[src/hdl/mult_cfg.svh]
`ifndef MULT_CFG_SVH
`define MULT_CFG_SVH

// APB data bus width
`define MULT_APB_DW 32

// register map, byte addresses on the 4-bit PADDR

// multiplicand S, low 8 bits
`define MULT_ADDR_S 4'h0

// multiplier B, low 8 bits
`define MULT_ADDR_B 4'h4

// command, bit 0 written as 1 starts a run
`define MULT_ADDR_CTRL 4'h8

// status, busy in bit 0 and product in bits 31:16
`define MULT_ADDR_STAT 4'hC

`endif
[src/hdl/multPkg.sv]
package multPkg;

  // controller states
  // one clear/load step, seven add-and-shift steps, one subtract-and-shift step
  typedef enum logic [3:0]
  {
    sIdle,
    sLoad,
    sAdd0,
    sAdd1,
    sAdd2,
    sAdd3,
    sAdd4,
    sAdd5,
    sAdd6,
    sSub
  } stateT;

  // arithmetic applied to {X,A} before the shift
  typedef enum logic [1:0]
  {
    opNone,
    opAdd,
    opSub
  } opT;

  // per-cycle controls from the FSM to the datapath
  typedef struct packed
  {
    opT   op;
    // arithmetic right shift of {X,A,B}
    logic shift;
    // clear X and A, load B and S
    logic clrLd;
  } ctrlT;

  // operand copies held by the register file
  typedef struct packed
  {
    logic [7:0] multiplicand;
    logic [7:0] multiplier;
  } operandsT;

endpackage

[src/hdl/apbMultRegs.sv]
`timescale 1ns/1ps

`include "mult_cfg.svh"

module apbMultRegs
(
  input  logic                    CLk,
  input  logic                    reset,
  input  logic                    PSEL,
  input  logic                    PENABLE,
  input  logic                    PWRITE,
  input  logic [3:0]              PADDR,
  input  logic [`MULT_APB_DW-1:0] PWDATA,
  output logic [`MULT_APB_DW-1:0] PRDATA,
  input  logic                    busy,
  input  logic [15:0]             product,
  output multPkg::operandsT       operands,
  output logic                    start
);

  // write strobe in the access phase, no wait states
  logic wrAccess;

  // read data before the PSEL gate
  logic [`MULT_APB_DW-1:0] rdData;

  assign wrAccess = PSEL && PENABLE && PWRITE;

  // operand copies, writable at any time
  // the datapath only samples them at the load step
  always_ff @(posedge CLk)
  begin
    if (reset)
    begin
      operands.multiplicand <= 8'h00;
      operands.multiplier   <= 8'h00;
    end
    else if (wrAccess)
    begin
      if (PADDR == `MULT_ADDR_S)
        operands.multiplicand <= PWDATA[7:0];
      if (PADDR == `MULT_ADDR_B)
        operands.multiplier <= PWDATA[7:0];
    end
  end

  // one-cycle pulse, dropped while a run is in progress
  assign start = wrAccess && (PADDR == `MULT_ADDR_CTRL) && PWDATA[0] && !busy;

  // read mux
  // CTRL is a write-only command and reads as zero like unmapped space
  always_comb
  begin
    case (PADDR)
      `MULT_ADDR_S:
        rdData = {{(`MULT_APB_DW-8){1'b0}}, operands.multiplicand};
      `MULT_ADDR_B:
        rdData = {{(`MULT_APB_DW-8){1'b0}}, operands.multiplier};
      `MULT_ADDR_STAT:
        rdData = {product, {(`MULT_APB_DW-17){1'b0}}, busy};
      default:
        rdData = '0;
    endcase
  end

  // bus is quiet when not selected
  assign PRDATA = PSEL ? rdData : '0;

endmodule

[src/hdl/multControl.sv]
`timescale 1ns/1ps

module multControl
(
  input  logic         CLk,
  input  logic         reset,
  input  logic         start,
  input  logic         m,
  output multPkg::ctrlT ctrl,
  output logic         busy
);

  import multPkg::*;

  stateT state;
  stateT nextState;

  // state register
  always_ff @(posedge CLk)
  begin
    if (reset)
      state <= sIdle;
    else
      state <= nextState;
  end

  // sequencing, start is already masked while busy
  always_comb
  begin
    nextState = state;
    unique case (state)
      sIdle:
      begin
        if (start)
          nextState = sLoad;
      end
      sLoad: nextState = sAdd0;
      sAdd0: nextState = sAdd1;
      sAdd1: nextState = sAdd2;
      sAdd2: nextState = sAdd3;
      sAdd3: nextState = sAdd4;
      sAdd4: nextState = sAdd5;
      sAdd5: nextState = sAdd6;
      // last multiplier bit is the sign bit, so it gets weight -2^7
      sAdd6: nextState = sSub;
      sSub:  nextState = sIdle;
      default: nextState = sIdle;
    endcase
  end

  // datapath controls decoded from the current state and B[0]
  always_comb
  begin
    ctrl.op    = opNone;
    ctrl.shift = 1'b0;
    ctrl.clrLd = 1'b0;
    case (state)
      sLoad: ctrl.clrLd = 1'b1;
      sAdd0, sAdd1, sAdd2, sAdd3, sAdd4, sAdd5, sAdd6:
      begin
        ctrl.shift = 1'b1;
        // add S only when the current multiplier bit is set
        if (m)
          ctrl.op = opAdd;
      end
      sSub:
      begin
        ctrl.shift = 1'b1;
        if (m)
          ctrl.op = opSub;
      end
      default: ctrl.op = opNone;
    endcase
  end

  // low only while waiting for a start
  assign busy = (state != sIdle);

endmodule

[src/hdl/multDatapath.sv]
`timescale 1ns/1ps

module multDatapath
(
  input  logic            CLk,
  input  logic            reset,
  input  multPkg::ctrlT   ctrl,
  input  multPkg::operandsT operands,
  output logic            m,
  output logic [15:0]     product
);

  import multPkg::*;

  // carry/sign bit, accumulator, multiplier and multiplicand
  logic       x;
  logic [7:0] a;
  logic [7:0] b;
  logic [7:0] s;

  // 9-bit working values
  logic [8:0] accExt;
  logic [8:0] sExt;
  logic [8:0] sum;

  // X acts as the sign extension of A
  assign accExt = {x, a};
  assign sExt   = {s[7], s};

  // add or subtract S before the shift, same cycle
  always_comb
  begin
    case (ctrl.op)
      opAdd:   sum = accExt + sExt;
      opSub:   sum = accExt - sExt;
      default: sum = accExt;
    endcase
  end

  // 17-bit chain {X,A,B}, load wins over shift
  always_ff @(posedge CLk)
  begin
    if (reset)
    begin
      x <= 1'b0;
      a <= 8'h00;
      b <= 8'h00;
    end
    else if (ctrl.clrLd)
    begin
      x <= 1'b0;
      a <= 8'h00;
      b <= operands.multiplier;
    end
    else if (ctrl.shift)
    begin
      // arithmetic right shift, sign bit stays in X
      x <= sum[8];
      a <= sum[8:1];
      // A LSB drops into B MSB
      b <= {sum[0], b[7:1]};
    end
  end

  // multiplicand only changes at the load step
  always_ff @(posedge CLk)
  begin
    if (ctrl.clrLd)
      s <= operands.multiplicand;
  end

  assign m       = b[0];
  assign product = {a, b};

endmodule

[src/hdl/multTop.sv]
`timescale 1ns/1ps

`include "mult_cfg.svh"

module multTop
(
  input  logic                    CLk,
  input  logic                    reset,
  input  logic                    PSEL,
  input  logic                    PENABLE,
  input  logic                    PWRITE,
  input  logic [3:0]              PADDR,
  input  logic [`MULT_APB_DW-1:0] PWDATA,
  output logic [`MULT_APB_DW-1:0] PRDATA
);

  import multPkg::*;

  // register file to controller and datapath
  logic     start;
  operandsT operands;

  // controller outputs
  ctrlT ctrl;
  logic busy;

  // datapath outputs
  logic        m;
  logic [15:0] product;

  apbMultRegs apbMultRegs_inst
  (
    .CLk      (CLk),
    .reset    (reset),
    .PSEL     (PSEL),
    .PENABLE  (PENABLE),
    .PWRITE   (PWRITE),
    .PADDR    (PADDR),
    .PWDATA   (PWDATA),
    .PRDATA   (PRDATA),
    .busy     (busy),
    .product  (product),
    .operands (operands),
    .start    (start)
  );

  multControl multControl_inst
  (
    .CLk   (CLk),
    .reset (reset),
    .start (start),
    .m     (m),
    .ctrl  (ctrl),
    .busy  (busy)
  );

  multDatapath multDatapath_inst
  (
    .CLk      (CLk),
    .reset    (reset),
    .ctrl     (ctrl),
    .operands (operands),
    .m        (m),
    .product  (product)
  );

endmodule

[config.mk]
export PLATFORM = sky130hd
export DESIGN_NAME = multTop
export DESIGN_NICKNAME = d
export VERILOG_FILES = /design/src/hdl/multPkg.sv /design/src/hdl/apbMultRegs.sv /design/src/hdl/multControl.sv /design/src/hdl/multDatapath.sv /design/src/hdl/multTop.sv
export VERILOG_INCLUDE_DIRS = /design/src /design/src/hdl
export SDC_FILE = /design/constraint.sdc
export NUM_CORES = 1
export LEC_CHECK = 0
export BUFFER_PORTS_ARGS = -buffer_cell sky130_fd_sc_hd__buf_2
export CAP_MARGIN = 30
export CORE_ASPECT_RATIO = 1.4
export CORE_UTILIZATION = 57
export DETAILED_ROUTE_END_ITERATION = 8
export MAX_ROUTING_LAYER = met4
export PLACE_DENSITY = 0.95
export SYNTH_ARGS = -nofsm -noshare
export SYNTH_HDL_FRONTEND = slang
export SYNTH_SLANG_ARGS = --single-unit
[constraint.sdc]
create_clock -name CLk -period 4.4 [get_ports CLk]
set_clock_uncertainty 0.1 [all_clocks]
set_input_delay 0.88 -clock CLk [delete_from_list [all_inputs] [get_ports CLk]]
set_output_delay 0.88 -clock CLk [all_outputs]
set_load 0.02 [all_outputs]
### After elaboration in Yosys (flattened, before gate mapping)

Cells that the tools add are included.

* add/subtract/negate cells: 2
* equal/unequal tests: 15
* muxes and demuxes: 12
* reduce and logical (&&, ||, !) cells: 15

Operators by type and width (number)
* 32-bit case mux with 3 select lines: 1
* 4-bit case mux with 9 select lines: 1
* 32-bit 2-to-1 mux: 1
* 4-bit by 3-bit equality test with 1-bit output (second input constant): 5
* 9-bit case mux with 2 select lines: 1
* 4-bit equality test (second input constant): 4
* 8-bit 2-to-1 mux: 2
* 9-bit adder: 1
* 9-bit subtractor: 1
* 4-bit by 2-bit equality test with 1-bit output (second input constant): 2
* 4-bit logical NOT: 2
* 8-bit OR reduction: 1
* 7-bit OR reduction: 1
* 1-bit logical AND: 5
* 4-bit by 1-bit equality test with 1-bit output (second input constant): 1
* 4-bit 2-to-1 mux: 1
* 2-bit case mux with 2 select lines: 1
* 2-bit AND reduction: 2
* 4-bit nonzero test: 1
* 1-bit 2-to-1 mux: 3
* 2-bit by 1-bit equality test with 1-bit output (second input constant): 1
* 2-bit equality test (second input constant): 1
* 2-bit 2-to-1 mux: 1
* 2-bit != test (second input constant): 1
* other kinds (3): 3

* register bits: 45
* input bits: 41

### Longest topological paths before layout

* depth after elaboration: 7
* depth in mapped cells: 15

### Hierarchy

From an unflattened synthesis, not the netlist that was laid out.

* cell total of the unflattened synthesis: 325
* area total of the unflattened synthesis: 2815.2 µm²

Modules (own cells, without submodules)
* multDatapath: instances 1, cells each 173, area an instance 1546.5 µm², sequential area each 560.5 µm²
* apbMultRegs: instances 1, cells each 123, area an instance 1026.0 µm², sequential area each 320.3 µm²
* multControl: instances 1, cells each 29, area an instance 242.7 µm², sequential area each 80.1 µm²

### Worst setup path after synthesis

OpenSTA, ideal clock, no wires.

* path kind: register to register
* from: reg multControl_inst.state[0]
* to: reg multDatapath_inst.x
* data arrival time: 2.715 ns
* data required time: 4.183 ns
* path slack: 1.468 ns
* stages on the path, launching flop included: 15
* cells stage by stage: dfxtp_1 -> clkbuf_1 -> nand3b_1 -> o21ai_0 -> nand2_1 -> ha_1 -> clkbuf_1 -> mux2_2 -> fa_1 -> nor2b_1 -> o311a_1 -> nor4_1 -> nand3b_1 -> xor2_1 -> nor2_1

* longest elaborated chain between the ends: 5

Ends and longest elaborated chain
* from (decl): line multControl.sv:15 `stateT state;`
* from (signal assigned): line multControl.sv:22 `state <= sIdle;`
* from (signal assigned): line multControl.sv:24 `state <= nextState;`
* 4-bit by 2-bit equality test with 1-bit output, or another cell as far along: line multControl.sv:57 `case (state)`
* 7-bit OR reduction: line multControl.sv:57
* 2-bit case mux with 2 select lines: line multControl.sv:57
* 2-bit equality test or 2-bit by 1-bit equality test with 1-bit output (tied branches): line multDatapath.sv:33 `case (ctrl.op)`
* 9-bit case mux with 2 select lines: line multDatapath.sv:33
* to (signal assigned): line multDatapath.sv:58 `x <= sum[8];`
* to (decl): line multDatapath.sv:16 `logic x;`

Parallel ways exist; a longest one is shown, timed or not.
A chain may end at the register's enable or synchronous reset.

### Worst setup path in the final report

* from: reg multControl_inst.state[1]
* to: reg multDatapath_inst.x

Same word-level chain as after synthesis.

==> run summary <==
For this design the static power due to leakage is 1.21 nW. The worst setup path is of the register to register kind. The worst-case hold slack came out at 0.375 ns. Dividing total power by cell area gives a power density of 261 mW/mm2.

The initial standard-cell utilization of the core is 59.0%. The routability congestion estimate from global placement came out at 0.867. The number of buffers added by the clock tree synthesis step is 5.

The clock reaches the later pin of the worst-skew pair after 0.31 ns. The number of pins with negative max-slew slack in the final report is 0. The flow ran to the end, and the final reports show no timing, DRC or antenna violations. In this run the deepest clock path goes through 2 buffers.

After detailed routing, the total wire length is 5450 um. In the post-synthesis netlist, the cell with the most instances is sky130_fd_sc_hd__nor2_1. The total global-route track usage is 24.9%. By count the netlist is led by sky130_fd_sc_hd__nor2_1 (46), sky130_fd_sc_hd__dfxtp_1 (36), sky130_fd_sc_hd__mux2i_1 (35). The summed negative setup slack over all endpoints came out at 0 ns. Clock tree synthesis selected as its root buffer the cell sky130_fd_sc_hd__clkbuf_8. After clock tree synthesis, the clock-pin slew on the worst setup and hold paths is 0.09 ns. The flip-flop cell with the highest count after synthesis is sky130_fd_sc_hd__dfxtp_1. The via count of the routed design is 2,126. Summed over all instances, the cell type with the most area after synthesis is sky130_fd_sc_hd__dfxtp_1.

The tightest min-delay check is of the register to register type. The final number of hold-violating endpoints came to 0. The largest net degree at the start of global routing came out at 31.

The average size of a mapped cell came out at 9.10 um2. The number of placed instances with taps included is 380. TritonCTS built the clock tree. The first-pass GRT wire length came out at 8710 um. The setup-violating endpoint count in the final report came out at 0.

The residual overflow from global routing came out at 0. The routed wire length per instance came out at 14.0 um. The async set or reset register ratio after synthesis came out at 0%. Yosys mapped the design onto 49 distinct sky130hd cell types. The number of input and output port buffers inserted came out at 40. The tool flagged a number of max-cap violations equal to 0. The count of TritonRoute iterations in the first routing pass is 6. In this run, synthesis inferred 8 flip-flops with an integrated enable.

The fmax came out at 314 MHz. The violation count after the first detailed-route iteration is 129. Dividing the detail-routed via count by the number of cells gives 5.48. The dominant delay contributor by cell family on the critical path is simple AND/OR/NAND/NOR gates.

The transition time at the pin with the least slew margin is 1.01 ns. The routed design could run at a clock period as short as 3.19 ns. For this design, the sink count on the clock tree is 44.

VDD sags by at most 220 uV. The width of the chip is 59.7 um. After technology mapping, the gate count stands at 292. The sum of internal, switching and leakage power came out at 763 uW. The largest incremental delay on the critical path came out at 0.42 ns.

The final core area utilization came out at 65.0%. Data on the critical path arrives at its endpoint at 3.29 ns. The dominant cell type by count on the critical path is sky130_fd_sc_hd__nor2_1.

After detailed routing, the number of remaining DRC violations is 0. 73 I/O pins were placed. After synthesis, the cell types taking the most area are sky130_fd_sc_hd__dfxtp_1 (27%), sky130_fd_sc_hd__mux2i_1 (13%), sky130_fd_sc_hd__edfxtp_1 (9.0%), sky130_fd_sc_hd__nor2_1 (6.5%), sky130_fd_sc_hd__ha_1 (4.7%).

The number of synthesized register bits came out at 44. The diode insertion count for antenna repair is 0. The share of synthesized area in the top cell type comes to 27.1%. The number of non-filler instances in the completed layout came out at 388.

The buffer count from post-CTS setup fixing is 0. The count of nets left with antenna violations once routing finished came out at 0. The cell area after technology mapping is 0.00266 mm2. Headroom to the max-slew limit came out at 32.3%. The post-detailed-placement half-perimeter wirelength is 3940 um. The share of post-route cells with drive strength above 1 is 18.1%. STA classifies the critical path startpoint as a register.

The row count came out at 29. The floorplan core area came out at 0.00450 mm2. The slowest stage of the critical path is the sky130_fd_sc_hd__fa_1 cell.

The number of global-route vias before repair is 1,917. The final period utilization is 72.4%. The initial antenna violation count came out at 0.

Setup repair after global routing left no endpoint under its margin. The setup check on the worst reg-to-reg path leaves a slack of 1.21 ns. The signal on the critical path passes through nor2_1 -> and4_1 -> ha_1 -> mux2_2 -> fa_1 -> nor2b_1 -> o311a_1 -> nor4_1 -> nand3b_1 -> xor2_1 -> nor2_1. The maximum fanout along the worst path came out at 8. The floorplan step set the die height to 82.8 um. Compared with the post-synthesis result, the final layout area differs by 10.0%. STA classifies the critical path endpoint as a register. The count of nets after finishing is 377. The sequential cell area fraction in the yosys report came out at 36.2%. The post-CTS resize count is 0. The buffer and inverter count on the worst path came out at 0.

The hold buffer count at CTS came out at 0. The area of the die is 0.00494 mm2. The clock tree synthesis step divided the H-tree into 2 levels. The endpoint required time on the critical path is 4.50 ns. The Yosys step of the flow raised 0 warnings.
==> registers in the layout, summed over array words and instances, names as in the netlist <==
signal,cells
multDatapath_inst.b,8
multDatapath_inst.x,1
multDatapath_inst.s,8
apbMultRegs_inst.operands,16
multDatapath_inst.a,7
multControl_inst.state,4
==> final timing paths <==
path | to | cells past startpoint | from
max reg2reg | multDatapath_inst.x$_SDFFE_PP0P_ | 11 | multControl_inst.state[1]$_SDFFE_PP0P_
min reg2reg | multDatapath_inst.s[3]$_DFFE_PP_ | 0 | apbMultRegs_inst.operands[11]$_SDFFE_PP0P_
min | multDatapath_inst.s[3]$_DFFE_PP_ | 0 | apbMultRegs_inst.operands[11]$_SDFFE_PP0P_
max | multDatapath_inst.x$_SDFFE_PP0P_ | 11 | multControl_inst.state[1]$_SDFFE_PP0P_
==> stage by stage <==
step	setup WS, ns	cell area, um2
global placement	1.36	2810
CTS	1.22	2920
finish	1.21	2920
floorplan	1.47	2680
detailed placement	1.28	2810
global route	0.995	2920
==> per-layer routing <==
layer / GRT usage, % / up-vias / share of wire [%]
li1: - / 1078 / -
met1: 25.7 / 976 / 39
met2: 42.8 / 54 / 52
met3: 5.58 / 18 / 4.3
met4: 14.7 / 0 / 4.1
met5: - / - / 0
==> report_power, final <==
group	switching (mW)	leakage, nW	internal (mW)
combinational	0.0267	0.801	0.0139
sequential	0.00170	0.357	0.410
clock	0.143	0.0541	0.168
==> cells in the final DEF (no fill, tap or decap), types with 4 or more instances in the layout <==
master	netlist	final
sky130_fd_sc_hd__a211oi_1	10	10
sky130_fd_sc_hd__a21oi_1	14	14
sky130_fd_sc_hd__and2_1	16	16
sky130_fd_sc_hd__buf_2	3	40
sky130_fd_sc_hd__clkbuf_8	2	5
sky130_fd_sc_hd__conb_1	1	8
sky130_fd_sc_hd__dfxtp_1	36	36
sky130_fd_sc_hd__edfxtp_1	8	8
sky130_fd_sc_hd__ha_1	10	10
sky130_fd_sc_hd__inv_1	8	8
sky130_fd_sc_hd__mux2i_1	35	35
sky130_fd_sc_hd__nand2_1	11	11
sky130_fd_sc_hd__nand3b_1	4	4
sky130_fd_sc_hd__nor2_1	46	46
sky130_fd_sc_hd__nor2b_1	6	6
sky130_fd_sc_hd__nor3_1	8	8
sky130_fd_sc_hd__o21ai_0	10	10
sky130_fd_sc_hd__xnor2_1	8	8
==> cell type report <==
type	instances	area, um2
clock buffers	5	68.8
multi-input cells	226	1540
fillers	378	1580
flip-flops and latches	44	961
clock inverters	3	42.5
inverters	8	30.0
repair buffers	40	200
well taps	62	77.6
==> cells by family (layout without fill, tap and decap cells) <==
logic type	Yosys count	after routing	synth area share, %
AND/OR/NAND/NOR	109	109	21.3
AO/OA/AOI/OAI	49	49	12.1
flip-flops	44	44	36.2
multiplexers	38	38	14.5
buffers and inverters	29	56	6.74
adder cells (fa/ha/maj)	11	11	5.46
XOR/XNOR	11	11	3.63
other	1	8	0.141
==> worst register-to-register path, stage by stage, from the launching register on <==
cell                       delay, ns
sky130_fd_sc_hd__dfxtp_1        0.38
sky130_fd_sc_hd__nor2_1         0.25
sky130_fd_sc_hd__and4_1         0.25
sky130_fd_sc_hd__ha_1           0.33
sky130_fd_sc_hd__mux2_2         0.41
sky130_fd_sc_hd__fa_1           0.42
sky130_fd_sc_hd__nor2b_1        0.27
sky130_fd_sc_hd__o311a_1        0.22
sky130_fd_sc_hd__nor4_1         0.06
sky130_fd_sc_hd__nand3b_1       0.19
sky130_fd_sc_hd__xor2_1         0.16
sky130_fd_sc_hd__nor2_1         0.05
(Power assumes the default switching activity.)
